### src/verilog/krv_params.svh
`ifndef KRV_PARAMS_SVH
`define KRV_PARAMS_SVH

// bus widths
`define KRV_DATA_WIDTH 32
`define KRV_ADDR_WIDTH 32
`define KRV_STRB_WIDTH 4

// address bits below the region select
`define KRV_OFFSET_WIDTH 16
`define KRV_REGION_MASK (~((32'h1 << `KRV_OFFSET_WIDTH) - 32'h1))

// slave region bases
`define KRV_DTCM_BASE 32'h0001_0000
`define KRV_TIMER_BASE 32'h0200_0000
`define KRV_GPIO_BASE 32'h1000_0000

`define KRV_DTCM_WORDS 256
`define KRV_GPIO_WIDTH 8

// register offsets inside a region
`define KRV_MTIME_OFS 32'h0000_0000
`define KRV_MTIMECMP_OFS 32'h0000_0004
`define KRV_GPIO_OUT_OFS 32'h0000_0000
`define KRV_GPIO_IN_OFS 32'h0000_0004

`endif

### src/verilog/krv_pkg.sv
package krv_pkg;

	// target of a decoded request
	// SEL_NONE doubles as the decode error
	typedef enum logic [1:0] {
		SEL_NONE  = 2'd0,
		SEL_DTCM  = 2'd1,
		SEL_TIMER = 2'd2,
		SEL_GPIO  = 2'd3
	} slave_sel_e;

	// direction of a bus request
	typedef enum logic {
		OP_READ  = 1'b0,
		OP_WRITE = 1'b1
	} bus_op_e;

endpackage

### src/verilog/periph_bus_if.sv
`timescale 1ns/1ps
`include "krv_params.svh"

interface periph_bus_if;
	import krv_pkg::*;

	// one-cycle strobe, qualifies everything below
	logic                         valid;
	slave_sel_e                   sel;
	bus_op_e                      op;
	// byte address inside the selected region
	logic [`KRV_OFFSET_WIDTH-1:0] offset;
	logic [`KRV_STRB_WIDTH-1:0]   strb;
	logic [`KRV_DATA_WIDTH-1:0]   wdata;

	modport decoder (
		output valid,
		output sel,
		output op,
		output offset,
		output strb,
		output wdata
	);

	modport slave (
		input valid,
		input sel,
		input op,
		input offset,
		input strb,
		input wdata
	);

endinterface

### src/verilog/gpio.sv
`timescale 1ns/1ps
`include "krv_params.svh"

module gpio (
	input  logic                       clk_in,
	input  logic                       rst,
	periph_bus_if.slave                bus,
	input  logic [`KRV_GPIO_WIDTH-1:0] gpio_in,
	output logic [`KRV_GPIO_WIDTH-1:0] gpio_out,
	output logic [`KRV_DATA_WIDTH-1:0] rdata
);
	import krv_pkg::*;

	logic [`KRV_GPIO_WIDTH-1:0] in_meta;
	logic [`KRV_GPIO_WIDTH-1:0] in_sync;
	logic                       hit;
	logic                       at_out;
	logic                       at_in;
	logic                       rd_en;

	assign hit = bus.valid && (bus.sel == SEL_GPIO);
	assign at_out = (bus.offset == `KRV_OFFSET_WIDTH'(`KRV_GPIO_OUT_OFS));
	assign at_in = (bus.offset == `KRV_OFFSET_WIDTH'(`KRV_GPIO_IN_OFS));
	assign rd_en = hit && (bus.op == OP_READ);

	// output pins take byte lane 0 only
	always_ff @(posedge clk_in) begin
		if (rst) begin
			gpio_out <= '0;
		end else if (hit && (bus.op == OP_WRITE) && at_out && bus.strb[0]) begin
			gpio_out <= bus.wdata[`KRV_GPIO_WIDTH-1:0];
		end
	end

	// two-flop synchroniser on the async pins
	always_ff @(posedge clk_in) begin
		if (rst) begin
			in_meta <= '0;
			in_sync <= '0;
		end else begin
			in_meta <= gpio_in;
			in_sync <= in_meta;
		end
	end

	always_ff @(posedge clk_in) begin
		if (rd_en && at_out) begin
			rdata <= `KRV_DATA_WIDTH'(gpio_out);
		end else if (rd_en && at_in) begin
			rdata <= `KRV_DATA_WIDTH'(in_sync);
		end else begin
			rdata <= '0;
		end
	end

endmodule

### src/flat_wrapper.sv
// flat-port wrapper written by rule: the top's interface ports become plain ports
module gpio_flat import krv_pkg::*;
  (clk_in, rst, gpio_in, gpio_out, rdata, bus_valid, bus_sel, bus_op, bus_offset, bus_strb, bus_wdata);
  periph_bus_if bus_i ();
  input  logic clk_in;
  input  logic rst;
  input  logic [`KRV_GPIO_WIDTH-1:0] gpio_in;
  output logic [`KRV_GPIO_WIDTH-1:0] gpio_out;
  output logic [`KRV_DATA_WIDTH-1:0] rdata;
  input wire logic [$bits(bus_i.valid)-1:0] bus_valid;
  input wire logic [$bits(bus_i.sel)-1:0] bus_sel;
  input wire logic [$bits(bus_i.op)-1:0] bus_op;
  input wire logic [$bits(bus_i.offset)-1:0] bus_offset;
  input wire logic [$bits(bus_i.strb)-1:0] bus_strb;
  input wire logic [$bits(bus_i.wdata)-1:0] bus_wdata;
  assign bus_i.valid = bus_valid;
  assign bus_i.sel = bus_sel;
  assign bus_i.op = bus_op;
  assign bus_i.offset = bus_offset;
  assign bus_i.strb = bus_strb;
  assign bus_i.wdata = bus_wdata;
  gpio u_core (.clk_in(clk_in), .rst(rst), .bus(bus_i), .gpio_in(gpio_in), .gpio_out(gpio_out), .rdata(rdata));
endmodule
### config.mk
export PLATFORM = sky130hd
export DESIGN_NAME = gpio_flat
export DESIGN_NICKNAME = d
export VERILOG_FILES = /design/src/verilog/krv_pkg.sv /design/src/verilog/periph_bus_if.sv /design/src/verilog/gpio.sv /design/src/flat_wrapper.sv
export VERILOG_INCLUDE_DIRS = /design/src /design/src/verilog
export SDC_FILE = /design/constraint.sdc
export NUM_CORES = 1
export LEC_CHECK = 0
export BUFFER_PORTS_ARGS = -buffer_cell sky130_fd_sc_hd__buf_2
export CAP_MARGIN = 5
export CORE_MARGIN = 2
export CORE_UTILIZATION = 41
export CTS_CLUSTER_DIAMETER = 150
export CTS_CLUSTER_SIZE = 30
export DETAILED_ROUTE_END_ITERATION = 8
export PLACE_DENSITY = 0.81
export REMOVE_ABC_BUFFERS = 1
export SLEW_MARGIN = 20
export SYNTH_ARGS = -nofsm -noshare
export SYNTH_HDL_FRONTEND = slang
export SYNTH_SLANG_ARGS = --single-unit
### constraint.sdc
create_clock -name clk_in -period 2 [get_ports clk_in]
set_input_delay 0.4 -clock clk_in [delete_from_list [all_inputs] [get_ports clk_in]]
set_output_delay 0.4 -clock clk_in [all_outputs]
set_load 0.02 [all_outputs]
* Yosys cells after proc, flatten, opt, wreduce, memory -nomap -nowiden
Index checks and enable logic that the tools add are counted.
** Cells by class
- Equality and inequality tests :: 2
- Muxes and demuxes :: 2
- Bitwise gates (word level) :: 1
- Reduce and logical (&&, ||, !) cells :: 8
** Operators with widths (count)
- $eq A16 B3 Y1 const B :: 1
- $logic_not A16 Y1 :: 1
- $mux W8 :: 2
- $logic_and A1 B1 Y1 :: 7
- $eq A2 B2 Y1 const B :: 1
- $not A1 Y1 :: 1
** Storage, ports and cells
- Register bits :: 56
- Output and inout bits :: 40
- Word-level logic and storage cells :: 18

* Depth between registers and ports, before layout
- Depth after elaboration :: 6
- Mapped depth :: 6
- Gate-level depth less buffers :: 4

* Worst setup path after synthesis
Ideal clock, no wire load.
- Path type :: input to register
- Start :: input bus_offset[1]
- End :: register u_core.gpio_out[0]
- Setup time :: 0.070 ns
- Data arrival time :: 1.270 ns
- Setup slack :: 0.660 ns
- Stages on the path :: 6
- Path through :: nor4_1 -> and2_1 -> buf_6 -> buf_12 -> nand3_1 -> a21oi_1
** On the way
- Cells in the longest elaborated chain, start to end :: 3
** RTL lines
- from (decl) :: RTL line flat_wrapper.sv:13 : input wire logic [$bits(bus_i.offset)-1:0] bus_offset;
- $logic_not A16 Y1 :: RTL line gpio.sv:22 : assign at_out = (bus.offset == `KRV_OFFSET_WIDTH'(`KRV_GPIO_OUT_OFS));
- $logic_and A1 B1 Y1 (2 in series) :: RTL line gpio.sv:30 : end else if (hit && (bus.op == OP_WRITE) && at_out && bus.strb[0]) begin
- to (signal assigned) :: RTL line gpio.sv:31 : gpio_out <= bus.wdata[`KRV_GPIO_WIDTH-1:0];
- to (decl) :: RTL line gpio.sv:9 : output logic [`KRV_GPIO_WIDTH-1:0] gpio_out,
No other way between the ends.
A chain may end at the register's enable or synchronous reset.

* Worst setup path after layout
- Start :: input bus_offset[9]
- End :: register u_core.gpio_out[4]
Same word-level chain as after synthesis.

==> metrics.txt <==
status finished, final reports clean; Root Buffer clkbuf_4; Max-Cap Viols 0; area taken by multi-input logic gates 503 um2; Crit Path Class in2reg; Fillers 317; worst r2r path cells 2; sequential fraction of the synthesis area 49.3%; Detail Route Antenna Nets 0; Period Utilization, post-route 68.7%; Power Dens Cells 707 nW/um2; Yosys cell types 24; EDFF count, synth 0; Top FF cell, synth dfxtp_1; WP data arrival 1.56 ns; pin count of the biggest net entering global routing 25; grt total ovfl 0; maximum fanout along the worst path 8; clk_lat worst skew 0.32 ns; Critical Path RT 2.19 ns; vias in the first global route 815; leak pwr 0.000690 uW; register area 641 um2; NumNets Final 253; Max Clock Freq 728 MHz; post-route cell area 1520 um2; Clk pin slew, worst setup/hold paths 0.09 ns; Top Ports 106; Setup Buffers After CTS 0; DR DRC count 0; VDD IR-drop max 0.000452 V; first drt pass iteration count 4; post-cts hold buffer count 0; CTS max path bufs 2; layout cells sized above 1 34.2%; gr usage total 12.9%; final hold vios 0; htree depth 2; Area after DPL 1480 um2; die area 3640 um2; Slew Viols, Final 0; syn avg cell area 9.85 um2; CP Launch Type input pin; antenna violations before repair 0; most common cell in the netlist dfxtp_1; Final setup viols 0; detailed placement HPWL 1760 um; area fraction of the dominant cell type after synthesis 49.3%; # diodes 0; CTS tree built; Post-Place Worst Slack 0.305 ns; Sum Neg Setup Slack 0 ns; Port Buf Inserts 54; Pwr Total 1080 uW; Final Non-Filler Cells 231; top cells by area, synth dfxtp_1 (49%), buf_4 (14%), nor2b_1 (7.7%), a22oi_1 (4.6%), a21oi_1 (3.1%); yosys warns 0; wire per inst 9.92 um; first-pass GRT wire length 3240 um; area grow syn2layout 17.1%; cts repair resizes 0; Sink Count 32; Die W 60.3 um; Async SR Flop Fraction 0%; placed cells 224; endpoint class of the critical path register; clock period minus worst slack 1.37 ns; Routed WL 2290 um; Die Span Y 60.3 um; hold path depth 2; DR iter-0 viols 31; via/cell ratio 4.34; RSZ-0062 raised after global routing false; dominant cell type by area after synthesis dfxtp_1; final RePlAce weighted congestion 0.728; # rows 20; skew final 0.0112 ns; Syn Inst Count 132; CTS Buf Count 5; vias 1002; top post-synthesis cells by count dfxtp_1 (32), buf_4 (24), nor2b_1 (16); Starting Density 42.9%; Mapped Area 1300 um2; hold crit path type in2reg; core area 3030 um2; Final Worst Setup Slack 0.626 ns; #FFs+latches synth 32
==> per-stage QoR <==
step	util (%)	hold WS, ns
after floorplan	-	0.414
after global placement	48.8	0.417
after detailed placement	48.8	0.420
after CTS	50.3	0.274
after global routing	50.3	0.272
final	50.3	0.282
==> final timing paths <==
check / endpoint / from / slack (ns)
hold / removal: u_core.in_meta[4]$_SDFF_PP0_ / gpio_in[4] / 0.28
setup / recovery: u_core.gpio_out[4]$_SDFFE_PP0P_ / bus_offset[9] / 0.63
setup reg to reg: u_core.rdata[3]$_DFF_P_ / u_core.gpio_out[3]$_SDFFE_PP0P_ / 1.31
hold reg to reg: u_core.in_sync[4]$_SDFF_PP0_ / u_core.in_meta[4]$_SDFF_PP0_ / 0.44
==> worst max-delay path, stage by stage <==
cell and delay, ns:
buf_2 0.11, nor4b_2 0.34, nand4_1 0.36, o21ai_0 0.28, a21oi_1 0.08
==> layer usage <==
layer / routed length, um / GRT usage [%] / share of wire [%] / vias to the layer above
met5: 0 / 0 / 0 / -
met3: 271 / 5.84 / 12 / 5
met4: 30 / 8.57 / 1.3 / 0
li1: - / - / - / 510
met1: 909 / 12.7 / 40 / 436
met2: 1080 / 21.6 / 47 / 51
==> kinds of logic after synthesis <==
family / Yosys count / synth area share (%)
buffers and inverters: 30 / 18.7
DFF: 32 / 49.3
and+or+nand+nor: 45 / 21.0
AOI/OAI and AO/OA: 24 / 10.8
other: 1 / 0.288
==> cells in the final DEF (no fill, tap or decap), types with 2 or more instances in the layout <==
master    count
o21ai_0       8
nand3_1       8
and2_1        2
nor3_1        2
a22oi_1       8
a21oi_1       8
nor2_1        8
clkbuf_4      5
buf_2        54
conb_1       24
dfxtp_1      32
nor2b_1      16
==> flip-flops by register name, indices dropped and copies added (netlist names) <==
name             flops
u_core.rdata         8
u_core.in_meta       8
u_core.gpio_out      8
u_core.in_sync       8
==> report_power, final <==
| group | switching, uW | leakage, uW | internal [uW] |
|---|---|---|---|
| clock | 192 | 0.0000281 | 129 |
| sequential | 3.07 | 0.000261 | 651 |
| combinational | 63.5 | 0.000401 | 37.4 |
==> final cells by class <==
type / instances / share of cell area, %
clock buffers: 6 / 2.71
clock inverters: 1 / 0.329
multi-input cells: 93 / 33.0
flip-flops and latches: 32 / 42.1
well taps: 44 / 3.62
repair buffers: 55 / 18.2
(Power assumes the default switching activity.)
