===== src/verilog/krv_params.svh =====
`ifndef KRV_PARAMS_SVH
`define KRV_PARAMS_SVH

// bus widths
`define KRV_DATA_WIDTH 32
`define KRV_ADDR_WIDTH 32
`define KRV_STRB_WIDTH 4

// address bits below the region select
`define KRV_OFFSET_WIDTH 16
`define KRV_REGION_MASK (~((32'h1 << `KRV_OFFSET_WIDTH) - 32'h1))

// slave region bases
`define KRV_DTCM_BASE 32'h0001_0000
`define KRV_TIMER_BASE 32'h0200_0000
`define KRV_GPIO_BASE 32'h1000_0000

`define KRV_DTCM_WORDS 256
`define KRV_GPIO_WIDTH 8

// register offsets inside a region
`define KRV_MTIME_OFS 32'h0000_0000
`define KRV_MTIMECMP_OFS 32'h0000_0004
`define KRV_GPIO_OUT_OFS 32'h0000_0000
`define KRV_GPIO_IN_OFS 32'h0000_0004

`endif


===== src/verilog/krv_pkg.sv =====
package krv_pkg;

	// target of a decoded request
	// SEL_NONE doubles as the decode error
	typedef enum logic [1:0] {
		SEL_NONE  = 2'd0,
		SEL_DTCM  = 2'd1,
		SEL_TIMER = 2'd2,
		SEL_GPIO  = 2'd3
	} slave_sel_e;

	// direction of a bus request
	typedef enum logic {
		OP_READ  = 1'b0,
		OP_WRITE = 1'b1
	} bus_op_e;

endpackage


===== src/verilog/periph_bus_if.sv =====
`timescale 1ns/1ps
`include "krv_params.svh"

interface periph_bus_if;
	import krv_pkg::*;

	// one-cycle strobe, qualifies everything below
	logic                         valid;
	slave_sel_e                   sel;
	bus_op_e                      op;
	// byte address inside the selected region
	logic [`KRV_OFFSET_WIDTH-1:0] offset;
	logic [`KRV_STRB_WIDTH-1:0]   strb;
	logic [`KRV_DATA_WIDTH-1:0]   wdata;

	modport decoder (
		output valid,
		output sel,
		output op,
		output offset,
		output strb,
		output wdata
	);

	modport slave (
		input valid,
		input sel,
		input op,
		input offset,
		input strb,
		input wdata
	);

endinterface


===== src/verilog/rsp_mux.sv =====
`timescale 1ns/1ps
`include "krv_params.svh"

module rsp_mux (
	input  logic                       clk_in,
	input  logic                       rst,
	periph_bus_if.slave                bus,
	input  logic [`KRV_DATA_WIDTH-1:0] dtcm_rdata,
	input  logic [`KRV_DATA_WIDTH-1:0] timer_rdata,
	input  logic [`KRV_DATA_WIDTH-1:0] gpio_rdata,
	output logic                       rsp_valid,
	output logic [`KRV_DATA_WIDTH-1:0] rsp_rdata,
	output logic                       rsp_err
);
	import krv_pkg::*;

	logic       valid_q;
	slave_sel_e sel_q;

	// same edge the slaves register their read data
	always_ff @(posedge clk_in) begin
		if (rst) begin
			valid_q <= 1'b0;
			sel_q   <= SEL_NONE;
		end else begin
			valid_q <= bus.valid;
			sel_q   <= bus.sel;
		end
	end

	assign rsp_valid = valid_q;
	assign rsp_err = valid_q && (sel_q == SEL_NONE);

	// slaves already return zero for writes
	always_comb begin
		rsp_rdata = '0;
		if (valid_q) begin
			case (sel_q)
				SEL_DTCM:  rsp_rdata = dtcm_rdata;
				SEL_TIMER: rsp_rdata = timer_rdata;
				SEL_GPIO:  rsp_rdata = gpio_rdata;
				default:   rsp_rdata = '0;
			endcase
		end
	end

endmodule

===== src/flat_wrapper.sv =====
// flat-port wrapper written by rule: the top's interface ports become plain ports
module rsp_mux_flat import krv_pkg::*;
  (clk_in, rst, dtcm_rdata, timer_rdata, gpio_rdata, rsp_valid, rsp_rdata, rsp_err, bus_valid, bus_sel, bus_op, bus_offset, bus_strb, bus_wdata);
  periph_bus_if bus_i ();
  input  logic clk_in;
  input  logic rst;
  input  logic [`KRV_DATA_WIDTH-1:0] dtcm_rdata;
  input  logic [`KRV_DATA_WIDTH-1:0] timer_rdata;
  input  logic [`KRV_DATA_WIDTH-1:0] gpio_rdata;
  output logic rsp_valid;
  output logic [`KRV_DATA_WIDTH-1:0] rsp_rdata;
  output logic rsp_err;
  input wire logic [$bits(bus_i.valid)-1:0] bus_valid;
  input wire logic [$bits(bus_i.sel)-1:0] bus_sel;
  input wire logic [$bits(bus_i.op)-1:0] bus_op;
  input wire logic [$bits(bus_i.offset)-1:0] bus_offset;
  input wire logic [$bits(bus_i.strb)-1:0] bus_strb;
  input wire logic [$bits(bus_i.wdata)-1:0] bus_wdata;
  assign bus_i.valid = bus_valid;
  assign bus_i.sel = bus_sel;
  assign bus_i.op = bus_op;
  assign bus_i.offset = bus_offset;
  assign bus_i.strb = bus_strb;
  assign bus_i.wdata = bus_wdata;
  rsp_mux u_core (.clk_in(clk_in), .rst(rst), .bus(bus_i), .dtcm_rdata(dtcm_rdata), .timer_rdata(timer_rdata), .gpio_rdata(gpio_rdata), .rsp_valid(rsp_valid), .rsp_rdata(rsp_rdata), .rsp_err(rsp_err));
endmodule

===== config.mk =====
export PLATFORM = sky130hd
export DESIGN_NAME = rsp_mux_flat
export DESIGN_NICKNAME = d
export VERILOG_FILES = /design/src/verilog/krv_pkg.sv /design/src/verilog/periph_bus_if.sv /design/src/verilog/rsp_mux.sv /design/src/flat_wrapper.sv
export VERILOG_INCLUDE_DIRS = /design/src /design/src/verilog
export SDC_FILE = /design/constraint.sdc
export NUM_CORES = 1
export LEC_CHECK = 0
export ABC_AREA = 1
export BUFFER_PORTS_ARGS = -buffer_cell sky130_fd_sc_hd__buf_2
export CAP_MARGIN = 10
export CORE_UTILIZATION = 29
export CTS_BUF_LIST = sky130_fd_sc_hd__clkbuf_16
export DETAILED_ROUTE_END_ITERATION = 6
export PLACE_DENSITY = 0.78
export SLEW_MARGIN = 20
export SYNTH_ARGS = -nofsm -noshare
export SYNTH_HDL_FRONTEND = slang
export SYNTH_SLANG_ARGS = --single-unit

===== constraint.sdc =====
create_clock -name clk_in -period 1 [get_ports clk_in]
set_input_delay 0.1 -clock clk_in [delete_from_list [all_inputs] [get_ports clk_in]]
set_output_delay 0.1 -clock clk_in [all_outputs]
set_load 0.02 [all_outputs]

-- Yosys cells after proc, flatten, opt, wreduce, memory -nomap -nowiden
Cells that the tools add are included.
- eq/ne operators: 3
- muxes and demuxes: 2
- reductions and logical operators: 2
- operator list (operator ; count):
    $pmux W32 S3 ; 1
    $mux W32 ; 1
    $eq A2 B2 Y1 const B ; 2
    $eq A2 B1 Y1 const B ; 1
    $logic_not A2 Y1 ; 1
    $logic_and A1 B1 Y1 ; 1
- register bits: 3
- output and inout port bits: 34
- logic and storage cells: 9

-- Logic depth before layout (Yosys ltp)
- depth after elaboration: 3
- gate-level depth with buffers: 6

-- Worst setup path after synthesis
OpenSTA, ideal clock, no wires.
- kind: register -> output
- start: reg u_core.valid_q, in the netlist u_core.rsp_valid
- end: out rsp_err
- data arrival time: 1.147 ns
- required time: 0.900 ns
- slack: -0.247 ns
- cell stages (with the launch flop): 3
- cell sequence: dfxtp_1 clkbuf_2 nor3b_1
- word-level cells in the longest chain between the ends: 1
- RTL lines (item ; RTL line ; RTL):
    from (decl) ; rsp_mux.sv:17 ; logic valid_q;
    from (signal assigned) ; rsp_mux.sv:26 ; valid_q <= bus.valid;
    $logic_and A1 B1 Y1 ; rsp_mux.sv:32 ; assign rsp_err = valid_q && (sel_q == SEL_NONE);
    to (decl) ; flat_wrapper.sv:12 ; output logic rsp_err;
Every way passes these cells.

-- Final worst setup path
- start: reg u_core.sel_q[1]
- end: out rsp_rdata[28]
- word-level cells in the longest chain between the ends: 3
- elaborated cells between the ends (all ways): 5
- those cells by class: eq/ne: 3; mux: 2
- RTL lines (item ; RTL line ; RTL):
    from (decl) ; rsp_mux.sv:18 ; slave_sel_e sel_q;
    from (signal assigned) ; rsp_mux.sv:27 ; sel_q <= bus.sel;
    $eq A2 B2 Y1 / $eq A2 B1 Y1 (equally long branches) ; rsp_mux.sv:38 ; case (sel_q)
    $pmux W32 S3 * ; rsp_mux.sv:38 ;
    $mux W32 * ; rsp_mux.sv:37 ; if (valid_q) begin
    to (decl) ; flat_wrapper.sv:11 ; output logic [`KRV_DATA_WIDTH-1:0] rsp_rdata;
Every way passes the cells marked *; elsewhere a longest branch is shown, timed or not.

==> run_results.csv <==
group,metric,value,unit
outcome,status,"complete, but fails checks",
outcome,violations,"setup timing",
logic_synthesis,synth.avg_cell_area,6.33,um^2
cts,htree_levels,1,
cts,root_buffer,"clkbuf_16",
worst_setup_path,path_cells,"buf_6, buf_12, buf_8, nand3_2, nand3_2, nand2_1, inv_2, buf_6",
logic_synthesis,synthesis.area,1440,um^2
worst_setup_path,crit_fanout,4,
route,ant_nets,0,
worst_setup_path,max_stage_delay,0.35,ns
route,drt-vias-per-instance,4.85,
logic_synthesis,synth_nets,382,
timing,maxSlewViolCount,0,
die,pin_count,188,
worst_setup_path,worstSetupStartpoint,"u_core.sel_q[1]$_SDFF_PP0_",
finish,area_growth,87.2,%
die,dieArea,5260,um^2
cts,cts_made_buffers,3,
timing,fin_crit_sh,140,%
global_routing,grt_start_max_net_pins,37,
worst_setup_path,critical_path_required,0.90,ns
logic_synthesis,netlist_instances,228,
pwr,p_per_area,623,nW/um^2
global_routing,grt_usage,19.0,%
worst_setup_path,critPathLaunchType,"flop",
pwr,finalPower,1680,uW
timing,rsz0062_at_grt,"true",
finish,nNetsFinal,525,
finish,fillCellCount,452,
placement,port_buffers,134,
job,cap_violations,0,
die,initial_utilization,30.4,%
route,drt_iter0_drc,75,
worst_setup_path,endpoint,"rsp_rdata[28]",
cts,path_clk_slew,0.03,ns
logic_synthesis,ys_ff_latch,3,
worst_setup_path,crit_type,"reg2out",
timing,worst_slew_pin_slew,0.163,ns
worst_setup_path,cp.depth,8,
die,core,4750,um^2
timing,post-route-min-period,1.40,ns
timing,timing.setup.tns,-11.89,ns
cts,cts_tree,"built",
global_routing,antenna_found_initial,0,
global_routing,grt.overflow.total,0,
cts,clock_path_buffers,2,
route,dr.pass1.iters,4,
placement,gp_congestion,0.724,
worst_setup_path,cp_slowest_cell,"dfxtp_2",
route,wirelength,5330,um
finish,n_antenna_cell,0,
worst_setup_path,endpoint_kind,"output port",
timing,setup_slack,-0.399,ns
min_path,hold_class,"in2reg",
timing,max_freq,0.715,GHz
route,drc,0,
route,routed-via-count,2119,
placement,dp_slack,-0.177,ns
global_routing,grt_pass1_wl,8050,um
logic_synthesis,yosysUniqueCellTypes,15,
timing,max_slew_margin,89.2,%
die,die_h,72.6,um
die,dieWidth,72.6,um
cts,clock-sinks,3,
placement,dpl.hpwl,3640,um
logic_synthesis,ys_seq_area_share,4.16,%
logic_synthesis,ys.warnings.count,0,
worst_setup_path,critPathBufInv,5,
pwr,p_leak,0.00153,uW
timing,setup_viol,33,
timing,hold_viol,0,
die,placement_rows,25,
pwr,peakVddDrop,885,uV
worst_setup_path,arrival,1.30,ns
worst_setup_path,crit_family,"buffers and inverters",
global_routing,grt_pass1_vias,1961,
finish,drive_above_1_share,71.6,%
route,avgRoutedWirePerCell,12.2,um
==> how the worst min path moves through the flow <==
stage               start                     endpoint  slack [ns]  cells past startpoint
floorplan             rst  u_core.rsp_valid$_SDFF_PP0_        0.16                      1
global placement      rst  u_core.rsp_valid$_SDFF_PP0_        0.29                      2
detailed placement    rst  u_core.rsp_valid$_SDFF_PP0_        0.29                      2
CTS                   rst   u_core.sel_q[0]$_SDFF_PP0_        0.05                      2
global route          rst   u_core.sel_q[1]$_SDFF_PP0_        0.07                      2
finish                rst   u_core.sel_q[1]$_SDFF_PP0_        0.06                      2
==> cell usage after synthesis, drive strengths merged <==
master	n	area [um^2]
inv	37	139
bufbuf	1	18.8
dfxtp	3	60.1
nor2	3	11.3
nand2	32	120
nor3b	1	7.51
buf	22	231
nand3	128	851
clkbuf	1	5.00
==> through the flow <==
stage          hold WS [ns]  instances  util [%]  area [um^2]
6_report             0.0560        437      56.8         2700
2_1_floorplan         0.164        228         -         1460
4_1_cts              0.0535        437      55.6         2640
3_3_place_gp          0.289        429      47.3         2250
3_5_place_dp          0.289        429      47.3         2250
5_1_grt              0.0674        437      56.8         2700
==> registers in the layout, summed over array words and instances, names as in the netlist <==
register / cells
u_core.sel_q: 2
u_core.rsp_valid: 1
==> per-layer routing <==
metal / global-route usage (%) / vias up / part of all wire, %
li1: - / 1037 / -
met1: 19.1 / 966 / 36
met2: 39.3 / 107 / 55
met3: 2.78 / 9 / 7.4
met4: 5.45 / 0 / 1.0
met5: 0 / - / 0
==> cell type report <==
class / instances / area, um^2 / share of cell area (%)
Clock buffer: 3 / 75.1 / 2.78
Clock inverter: 1 / 3.75 / 0.139
Inverter: 37 / 144 / 5.32
Multi-Input combinational cell: 164 / 1100 / 40.6
Sequential cell: 3 / 68.8 / 2.55
Tap cell: 67 / 83.8 / 3.10
Timing Repair Buffer: 162 / 1230 / 45.5
==> repair_timing <==
item / CTS / global route
pin swaps: 4 / 4
endpoints found under the setup margin: 34 / 34
cloned: 2 / 0
buffers inserted: 2 / 1
hold buffers: 0 / 0
gates resized for setup: 64 / 25
==> power by group <==
group | total (uW) | switching, uW | internal, uW
registers | 140 | 14.1 | 126
clock network | 634 | 118 | 516
logic | 910 | 443 | 467
total | 1680 | 575 | 1110
==> layout by cell type (no fill, tap or decap), types with 2 or more instances in the layout <==
cell       Yosys  layout
nand3_2       42      57
buf_12         4      11
inv_2          1      33
nor2_1         3       3
buf_4          8      19
inv_1         36       4
nand2_2        0       4
buf_6          5      26
buf_8          1       2
clkbuf_16      0       3
nand3_1       86      70
nand2_1       32      28
buf_2          4     103
dfxtp_4        0       2
==> kinds of logic (layout without fill, tap and decap cells) <==
family | count (synthesis) | in the layout | share of synthesized area [%]
buffers and inverters | 61 | 203 | 27.3
flip-flops | 3 | 3 | 4.16
AND/OR/NAND/NOR | 164 | 164 | 68.5
No activity file was read; power rests on OpenSTA's default activity.
