[config.mk]
export PLATFORM = sky130hd
export DESIGN_NAME = addr_decoder_flat
export DESIGN_NICKNAME = d
export VERILOG_FILES = /design/src/verilog/krv_pkg.sv /design/src/verilog/periph_bus_if.sv /design/src/verilog/addr_decoder.sv /design/src/flat_wrapper.sv
export VERILOG_INCLUDE_DIRS = /design/src /design/src/verilog
export SDC_FILE = /design/constraint.sdc
export NUM_CORES = 1
export LEC_CHECK = 0
export ABC_CLOCK_PERIOD_IN_PS = 1400
export BUFFER_PORTS_ARGS = -buffer_cell sky130_fd_sc_hd__buf_2
export CAP_MARGIN = 20
export CORE_UTILIZATION = 42
export DETAILED_ROUTE_END_ITERATION = 7
export PLACE_DENSITY = 0.88
export REMOVE_ABC_BUFFERS = 1
export SKIP_LAST_GASP = 1
export SYNTH_ARGS = -nofsm -noshare
export SYNTH_HDL_FRONTEND = slang
export SYNTH_SLANG_ARGS = --single-unit
[constraint.sdc]
create_clock -name clk_in -period 1.4 [get_ports clk_in]
set_input_delay 0.28 -clock clk_in [delete_from_list [all_inputs] [get_ports clk_in]]
set_output_delay 0.28 -clock clk_in [all_outputs]
set_load 0.1 [all_outputs]
[src/verilog/krv_params.svh]
`ifndef KRV_PARAMS_SVH
`define KRV_PARAMS_SVH

// bus widths
`define KRV_DATA_WIDTH 32
`define KRV_ADDR_WIDTH 32
`define KRV_STRB_WIDTH 4

// address bits below the region select
`define KRV_OFFSET_WIDTH 16
`define KRV_REGION_MASK (~((32'h1 << `KRV_OFFSET_WIDTH) - 32'h1))

// slave region bases
`define KRV_DTCM_BASE 32'h0001_0000
`define KRV_TIMER_BASE 32'h0200_0000
`define KRV_GPIO_BASE 32'h1000_0000

`define KRV_DTCM_WORDS 256
`define KRV_GPIO_WIDTH 8

// register offsets inside a region
`define KRV_MTIME_OFS 32'h0000_0000
`define KRV_MTIMECMP_OFS 32'h0000_0004
`define KRV_GPIO_OUT_OFS 32'h0000_0000
`define KRV_GPIO_IN_OFS 32'h0000_0004

`endif

[src/verilog/krv_pkg.sv]
package krv_pkg;

	// target of a decoded request
	// SEL_NONE doubles as the decode error
	typedef enum logic [1:0] {
		SEL_NONE  = 2'd0,
		SEL_DTCM  = 2'd1,
		SEL_TIMER = 2'd2,
		SEL_GPIO  = 2'd3
	} slave_sel_e;

	// direction of a bus request
	typedef enum logic {
		OP_READ  = 1'b0,
		OP_WRITE = 1'b1
	} bus_op_e;

endpackage

[src/verilog/periph_bus_if.sv]
`timescale 1ns/1ps
`include "krv_params.svh"

interface periph_bus_if;
	import krv_pkg::*;

	// one-cycle strobe, qualifies everything below
	logic                         valid;
	slave_sel_e                   sel;
	bus_op_e                      op;
	// byte address inside the selected region
	logic [`KRV_OFFSET_WIDTH-1:0] offset;
	logic [`KRV_STRB_WIDTH-1:0]   strb;
	logic [`KRV_DATA_WIDTH-1:0]   wdata;

	modport decoder (
		output valid,
		output sel,
		output op,
		output offset,
		output strb,
		output wdata
	);

	modport slave (
		input valid,
		input sel,
		input op,
		input offset,
		input strb,
		input wdata
	);

endinterface

[src/verilog/addr_decoder.sv]
`timescale 1ns/1ps
`include "krv_params.svh"

module addr_decoder (
	input  logic                       clk_in,
	input  logic                       rst,
	input  logic                       req_valid,
	input  logic                       req_wr,
	input  logic [`KRV_ADDR_WIDTH-1:0] req_addr,
	input  logic [`KRV_STRB_WIDTH-1:0] req_strb,
	input  logic [`KRV_DATA_WIDTH-1:0] req_wdata,
	periph_bus_if.decoder              bus
);
	import krv_pkg::*;

	logic [`KRV_ADDR_WIDTH-1:0] region;
	slave_sel_e                 sel_d;
	bus_op_e                    op_d;

	assign region = req_addr & `KRV_REGION_MASK;
	assign op_d = req_wr ? OP_WRITE : OP_READ;

	// region compare, anything unmapped falls to SEL_NONE
	always_comb begin
		case (region)
			`KRV_DTCM_BASE: begin
				sel_d = SEL_DTCM;
			end
			`KRV_TIMER_BASE: begin
				sel_d = SEL_TIMER;
			end
			`KRV_GPIO_BASE: begin
				sel_d = SEL_GPIO;
			end
			default: begin
				sel_d = SEL_NONE;
			end
		endcase
	end

	// request strobe, one cycle behind the top-level port
	always_ff @(posedge clk_in) begin
		if (rst) begin
			bus.valid <= 1'b0;
		end else begin
			bus.valid <= req_valid;
		end
	end

	// payload only moves with a request
	always_ff @(posedge clk_in) begin
		if (req_valid) begin
			bus.sel    <= sel_d;
			bus.op     <= op_d;
			bus.offset <= req_addr[`KRV_OFFSET_WIDTH-1:0];
			bus.strb   <= req_strb;
			bus.wdata  <= req_wdata;
		end
	end

endmodule

[src/flat_wrapper.sv]
// flat-port wrapper written by rule: the top's interface ports become plain ports
module addr_decoder_flat import krv_pkg::*;
  (clk_in, rst, req_valid, req_wr, req_addr, req_strb, req_wdata, bus_valid, bus_sel, bus_op, bus_offset, bus_strb, bus_wdata);
  periph_bus_if bus_i ();
  input  logic clk_in;
  input  logic rst;
  input  logic req_valid;
  input  logic req_wr;
  input  logic [`KRV_ADDR_WIDTH-1:0] req_addr;
  input  logic [`KRV_STRB_WIDTH-1:0] req_strb;
  input  logic [`KRV_DATA_WIDTH-1:0] req_wdata;
  output wire logic [$bits(bus_i.valid)-1:0] bus_valid;
  output wire logic [$bits(bus_i.sel)-1:0] bus_sel;
  output wire logic [$bits(bus_i.op)-1:0] bus_op;
  output wire logic [$bits(bus_i.offset)-1:0] bus_offset;
  output wire logic [$bits(bus_i.strb)-1:0] bus_strb;
  output wire logic [$bits(bus_i.wdata)-1:0] bus_wdata;
  assign bus_valid = bus_i.valid;
  assign bus_sel = bus_i.sel;
  assign bus_op = bus_i.op;
  assign bus_offset = bus_i.offset;
  assign bus_strb = bus_i.strb;
  assign bus_wdata = bus_i.wdata;
  addr_decoder u_core (.clk_in(clk_in), .rst(rst), .req_valid(req_valid), .req_wr(req_wr), .req_addr(req_addr), .req_strb(req_strb), .req_wdata(req_wdata), .bus(bus_i));
endmodule
After elaboration in Yosys (flattened, before gate mapping):

Cells that the tools add are included.

* equality and inequality tests: 3
* mux-type cells: 2

Operators by type and width (count)
* equality test 16 x 1 -> 1 bit (second input constant): 1
* equality test 16 x 10 -> 1 bit (second input constant): 1
* equality test 16 x 13 -> 1 bit (second input constant): 1
* case mux 2 bit (3 select lines): 1
* 2-to-1 mux 1 bit: 1

* register bits: 56
* bits of input ports: 72
* word-level logic and storage cells: 11

Depth between registers and ports, before layout:

Gate-level depths: netlist (run 1).

* word-level depth: 2
* gate-level depth with buffers: 3
* depth with buffers taken out: 3

Least setup slack after synthesis (run 1):

No wires, ideal clock.

* path type: reg2out
* start point: register u_core.bus.valid
* end point: output bus_valid
* data arrival time: 0.909 ns
* slack: 0.211 ns
* cell stages (with the launch flop): 1
* path buffers: 0
* path through: dfxtp_1

RTL lines
* start, declared: RTL line periph_bus_if.sv:17 `output valid,`
* start signal, assigned: RTL line addr_decoder.sv:46 `bus.valid <= req_valid;`
* end, declared: RTL line flat_wrapper.sv:12 `output wire logic [$bits(bus_i.valid)-1:0] bus_valid;`

No word-level cell between the ends.

Worst setup path in the final report (run 1):

* start point: register u_core.bus.wdata[14]
* end point: output bus_wdata[14]

RTL lines
* start, declared: RTL line periph_bus_if.sv:22 `output wdata`
* start signal, assigned: RTL line addr_decoder.sv:57 `bus.wdata <= req_wdata;`
* end, declared: RTL line flat_wrapper.sv:17 `output wire logic [$bits(bus_i.wdata)-1:0] bus_wdata;`

No word-level cell between the ends.

==> results of run 1 <==
## sequential cells by signal, indices dropped and copies added (netlist names)
signal	count
u_core.bus.offset	16
u_core.bus.op	1
u_core.bus.sel	2
u_core.bus.strb	4
u_core.bus.valid	1
u_core.bus.wdata	32
## worst max path at each step
stage	startpoint	slack, ns	endpoint	depth (start not counted)
after global placement	req_addr[21]	0.29	u_core.bus.sel[1]	4
after floorplan	u_core.bus.valid	0.21	bus_valid	0
after detailed placement	req_addr[21]	0.23	u_core.bus.sel[0]	4
after CTS	u_core.bus.wdata[20]	0.01	bus_wdata[20]	1
final	u_core.bus.wdata[14]	0.05	bus_wdata[14]	1
after global routing	u_core.bus.wdata[19]	0.01	bus_wdata[19]	1
## final cells by class
type / instances / area, µm² / share of cell area
Clock buffer: 6 / 82.6 / 0.0322
Clock inverter: 2 / 10.0 / 0.00391
Tap cell: 50 / 62.6 / 0.0244
Timing Repair Buffer: 128 / 661 / 0.258
Multi-Input combinational cell: 10 / 73.8 / 0.0288
Sequential cell: 56 / 1670 / 0.653
## through the flow
stage / total power, W / area, µm² / util / setup slack [ns]
finish: 0.00407 / 2560 / 0.640 / 0.0544
global route: 0.00420 / 2560 / 0.640 / 0.0117
CTS: 0.00410 / 2560 / 0.639 / 0.00974
detailed placement: 0.00325 / 2460 / 0.616 / 0.226
global placement: 0.00324 / 2460 / 0.616 / 0.287
floorplan: 0.00300 / 1750 / - / 0.211
## cell families after synthesis
logic type	after synthesis	synth area share
DFF	56	0.958
and+or+nand+nor	8	0.0323
xor gates and xnor gates	2	0.0100
## power by group through the flow
stage	clock network [W]	logic (W)	registers, W
3_3_place_gp	0	0.00119	0.00204
6_report	0.000864	0.00120	0.00201
5_1_grt	0.000947	0.00123	0.00202
4_1_cts	0.000891	0.00120	0.00201
3_5_place_dp	0	0.00120	0.00205
2_1_floorplan	0	0.00000928	0.00299
## cells in the final DEF (no fill, tap or decap), drive strengths merged
cell type  instances
nor2b              1
xnor2              2
nand4              1
clkinv             2
dfxtp              1
nor2               1
edfxtp            55
nor4               2
buf              126
clkbuf             8
nor3               3
## routing by layer
metal  global-route usage  up-vias  wire length (µm)
met5                    0        -                 0
met2                0.286       84              1810
met1                0.162      539              1290
met4               0.0638        0                56
li1                     -      531                 -
met3               0.0719        7               362
==> results.json, run 1 <==
{
  "cts_sinks": 56,
  "synth_edf_count": 55,
  "cts_tree": "done",
  "hold_ws_ns": 0.133,
  "grt_max_degree": 54,
  "seq_power_share": 0.494,
  "numCtsBuffers": 5,
  "fin_tns_setup_ns": 0,
  "cp-end-kind": "output port",
  "synth_top_area_cell": "edfxtp_1",
  "p_clk_frac": 0.212,
  "slew_headroom": 0.669,
  "netlist_area_um2": 1750,
  "drc": 0,
  "antenna_found_initial": 0,
  "cts_root_buf": "clkbuf_8",
  "synthTopCellsByArea": "edfxtp_1 95%, nor4_2 1.4%, dfxtp_1 1.1%",
  "ys_warn_count": 0,
  "cpMaxStageDelayCell": "buf_2",
  "dp_cells": 244,
  "fmax_mhz": 743,
  "min_path_cells": 2,
  "stdcell_count": 252,
  "min_to": "u_core.bus.valid",
  "hold_viol": 0,
  "powerDensity_nw_per_um2": 1590,
  "drv_cap": 0,
  "cp_max_fo": 1,
  "combPwrFrac": 0.294,
  "final_layout_size_suffix_gt1_frac": 0.683,
  "io_buffers": 127,
  "finalWirelength_um": 3520,
  "core-area_um2": 4000,
  "drtAntennaViolNets": 0,
  "grt_pass1_vias": 1117,
  "num_rows": 23,
  "num_vias": 1161,
  "synthArstFlopShare": 0,
  "fin_nets": 273,
  "period_minus_slack_ns": 1.35,
  "start_kind": "register",
  "cp.required_ns": 1.12,
  "worst-path-buf-inv": 1,
  "p_int_w": 0.00254,
  "ctsResizeCount": 0,
  "power_switching_w": 0.00153,
  "yosys-top-cells-count": "55 x edfxtp_1, 3 x nor3_1, 2 x nor4_2, 2 x xnor2_1",
  "slew_viol_final": 0,
  "status": "finished, final reports clean",
  "ys_seq_area_frac": 0.958,
  "diodes": 0,
  "track_usage": 0.160,
  "dieArea_um2": 4420,
  "start_util": 0.436,
  "fin_crit_sh": 0.961,
  "max_stage_delay_ns": 0.42,
  "routabilityCongestion": 0.805,
  "setup_viol": 0,
  "ys_seq_elements": 56,
  "wl_per_cell_um": 13.9,
  "postCtsSetupBuffers": 0,
  "ios": 128,
  "swShare": 0.376,
  "dp_hpwl_um": 2700,
  "holdCritStartpoint": "rst",
  "crit_family": "buffers and inverters",
  "ctsHoldBuffers": 0,
  "clock_path_buffers": 2,
  "die_x_um": 66.5,
  "synth.top_cell.area_share": 0.946,
  "crit_type": "reg -> out",
  "drt_pass1_iterations": 4,
  "min_path_type": "in -> reg",
  "worst_slew_pin_slew_ns": 0.500,
  "synth.most_common_cell": "edfxtp_1",
  "grt.overflow.total": 0,
  "cp_cell_sequence": "buf_2",
  "grt_pass1_wl_um": 4880,
  "vias_per_cell": 4.61,
  "ir_worst_vdd_mv": 0.759,
  "fillerInstances": 300,
  "syn_inst": 66,
  "rsz0062_at_grt": "false",
  "syn_area_per_cell_um2": 26.4,
  "area_growth_pct": 46.7,
  "synth_cell_type_count": 8,
  "ys.flop_type": "edfxtp_1",
  "htree_num_levels": 2,
  "clk_pin_slew_ns": 0.09,
  "worstPathArrival_ns": 1.07,
  "die-height_um": 66.5,
  "leakage_nw": 1.12,
  "drt-initial-drc-count": 126
}
No activity file was read; power rests on OpenSTA's default activity.
==> run 2: changes to the inputs <==
MAX_ROUTING_LAYER = met4   (was default)
==> run 2 against run 1 <==
  * Sequential power about the same
  * First-iteration DRC count down 0.79%
  * Global-route usage up 0.44 points
  * Critical path depth unchanged
  * Worst hold slack better by 0.0025 ns
  * Combinational power about the same
  * Design area unchanged
  * Final cell count unchanged
  * Largest cell class unchanged
  * Clock power down 0.7%
  * Fmax about the same
  * Power down 0.16%
==> results.json, run 2 (same netlist as run 1, synthesis figures left out) <==
{
  "cts_tree": "done",
  "numCtsBuffers": 5,
  "largest_reg_flops": 32,
  "fillerInstances": 300,
  "final_cell_mix": "125 x buf_2, 55 x edfxtp_1, 6 x clkbuf_8",
  "holdCritStartpoint": "rst",
  "cp_max_fo": 1,
  "die-height_um": 66.5,
  "cp_cell_sequence": "buf_2",
  "worst_slew_pin_slew_ns": 0.500,
  "grt_pass1_vias": 1125,
  "ir_worst_vdd_mv": 0.752,
  "top_regs": "u_core.bus.wdata (32), u_core.bus.offset (16), u_core.bus.strb (4)",
  "p_clk_frac": 0.211,
  "max_stage_delay_ns": 0.43,
  "min_path_type": "in -> reg",
  "vias_per_cell": 4.63,
  "crit_type": "reg -> out",
  "startpoint": "u_core.bus.wdata[19]",
  "slew_viol_final": 0,
  "status": "finished, final reports clean",
  "diodes": 0,
  "drt-initial-drc-count": 125,
  "num_rows": 23,
  "p_int_w": 0.00254,
  "hold_viol": 0,
  "fin_crit_sh": 0.962,
  "io_buffers": 127,
  "drv_cap": 0,
  "slew_headroom": 0.669,
  "cpMaxStageDelayCell": "buf_2",
  "power_switching_w": 0.00153,
  "htree_num_levels": 2,
  "setup_slack_ns": 0.0534,
  "grt_pass1_wl_um": 4860,
  "drc": 0,
  "final_common_cell": "buf_2",
  "wl_per_cell_um": 13.8,
  "area_growth_pct": 46.7,
  "dieArea_um2": 4420,
  "finalWirelength_um": 3480,
  "start_util": 0.436,
  "leakage_nw": 1.12,
  "drt_pass1_iterations": 4,
  "cp.required_ns": 1.12,
  "powerDensity_nw_per_um2": 1590,
  "seq_power_share": 0.494,
  "routabilityCongestion": 0.817,
  "period_minus_slack_ns": 1.35,
  "top_register": "u_core.bus.wdata",
  "die_x_um": 66.5,
  "grt.overflow.total": 0,
  "start_kind": "register",
  "final_layout_size_suffix_gt1_frac": 0.683,
  "fin_tns_setup_ns": 0,
  "clock_path_buffers": 2,
  "crit_family": "buffers and inverters",
  "num_vias": 1166,
  "ios": 128,
  "drtAntennaViolNets": 0,
  "core-area_um2": 4000,
  "hold_ws_ns": 0.135,
  "combPwrFrac": 0.295,
  "swShare": 0.375,
  "dp_worst_setup_slack_ns": 0.226,
  "cts_root_buf": "clkbuf_8",
  "grt_max_degree": 54,
  "dp_hpwl_um": 2700,
  "clk_pin_slew_ns": 0.09,
  "fin_nets": 273,
  "worst-path-buf-inv": 1,
  "cts_sinks": 56,
  "rsz0062_at_grt": "false",
  "ctsHoldBuffers": 0,
  "report.power.total_w": 0.00407,
  "worstPathArrival_ns": 1.07,
  "antenna_found_initial": 0,
  "cp-end-kind": "output port",
  "fmax_mhz": 743,
  "track_usage": 0.165,
  "setup_viol": 0
}
## run 2: cell counts in the layout (fill, tap and decap cells not counted)
No cell type changed its count.
## run 2: final timing paths
check,to,depth (start not counted)
setup / recovery,bus_wdata[19],1
hold / removal,u_core.bus.valid,2
## run 2: repair_timing
| action | in CTS | in global routing |
|---|---|---|
| setup endpoints to repair | 0 | 2 |
| gates resized for setup | 0 | 2 |
| hold endpoints to repair | 0 | 0 |
| buffers inserted | 0 | 0 |
## run 2: power groups by stage
stage	combinational (W)	clock [W]	sequential (W)
final	0.00120	0.000858	0.00201
after global routing	0.00123	0.000948	0.00202
after CTS	0.00120	0.000891	0.00201
after detailed placement	0.00120	0	0.00205
after global placement	0.00119	0	0.00204
after floorplan	0.00000928	0	0.00299
## run 2: per-layer routing
metal	share of wire	GRT usage	vias up
met2	0.52	0.284	90
li1	-	-	531
met3	0.10	0.0565	7
met5	0	-	-
met1	0.37	0.174	538
met4	0.016	0.0638	0
## run 2: final cells by class
class                           instances  area [µm²]  area share
Multi-Input combinational cell         10        73.8      0.0288
Clock inverter                          2        10.0     0.00391
Timing Repair Buffer                  128         661       0.258
Tap cell                               50        62.6      0.0244
Clock buffer                            6        82.6      0.0322
Sequential cell                        56        1670       0.653
## run 2: metrics by stage
| step | cell area (µm²) | instances | utilization |
|---|---|---|---|
| after detailed placement | 2460 | 244 | 0.616 |
| after floorplan | 1750 | 66 | - |
| after global routing | 2560 | 252 | 0.640 |
| after global placement | 2460 | 244 | 0.616 |
| after CTS | 2560 | 252 | 0.639 |
| final | 2560 | 252 | 0.640 |
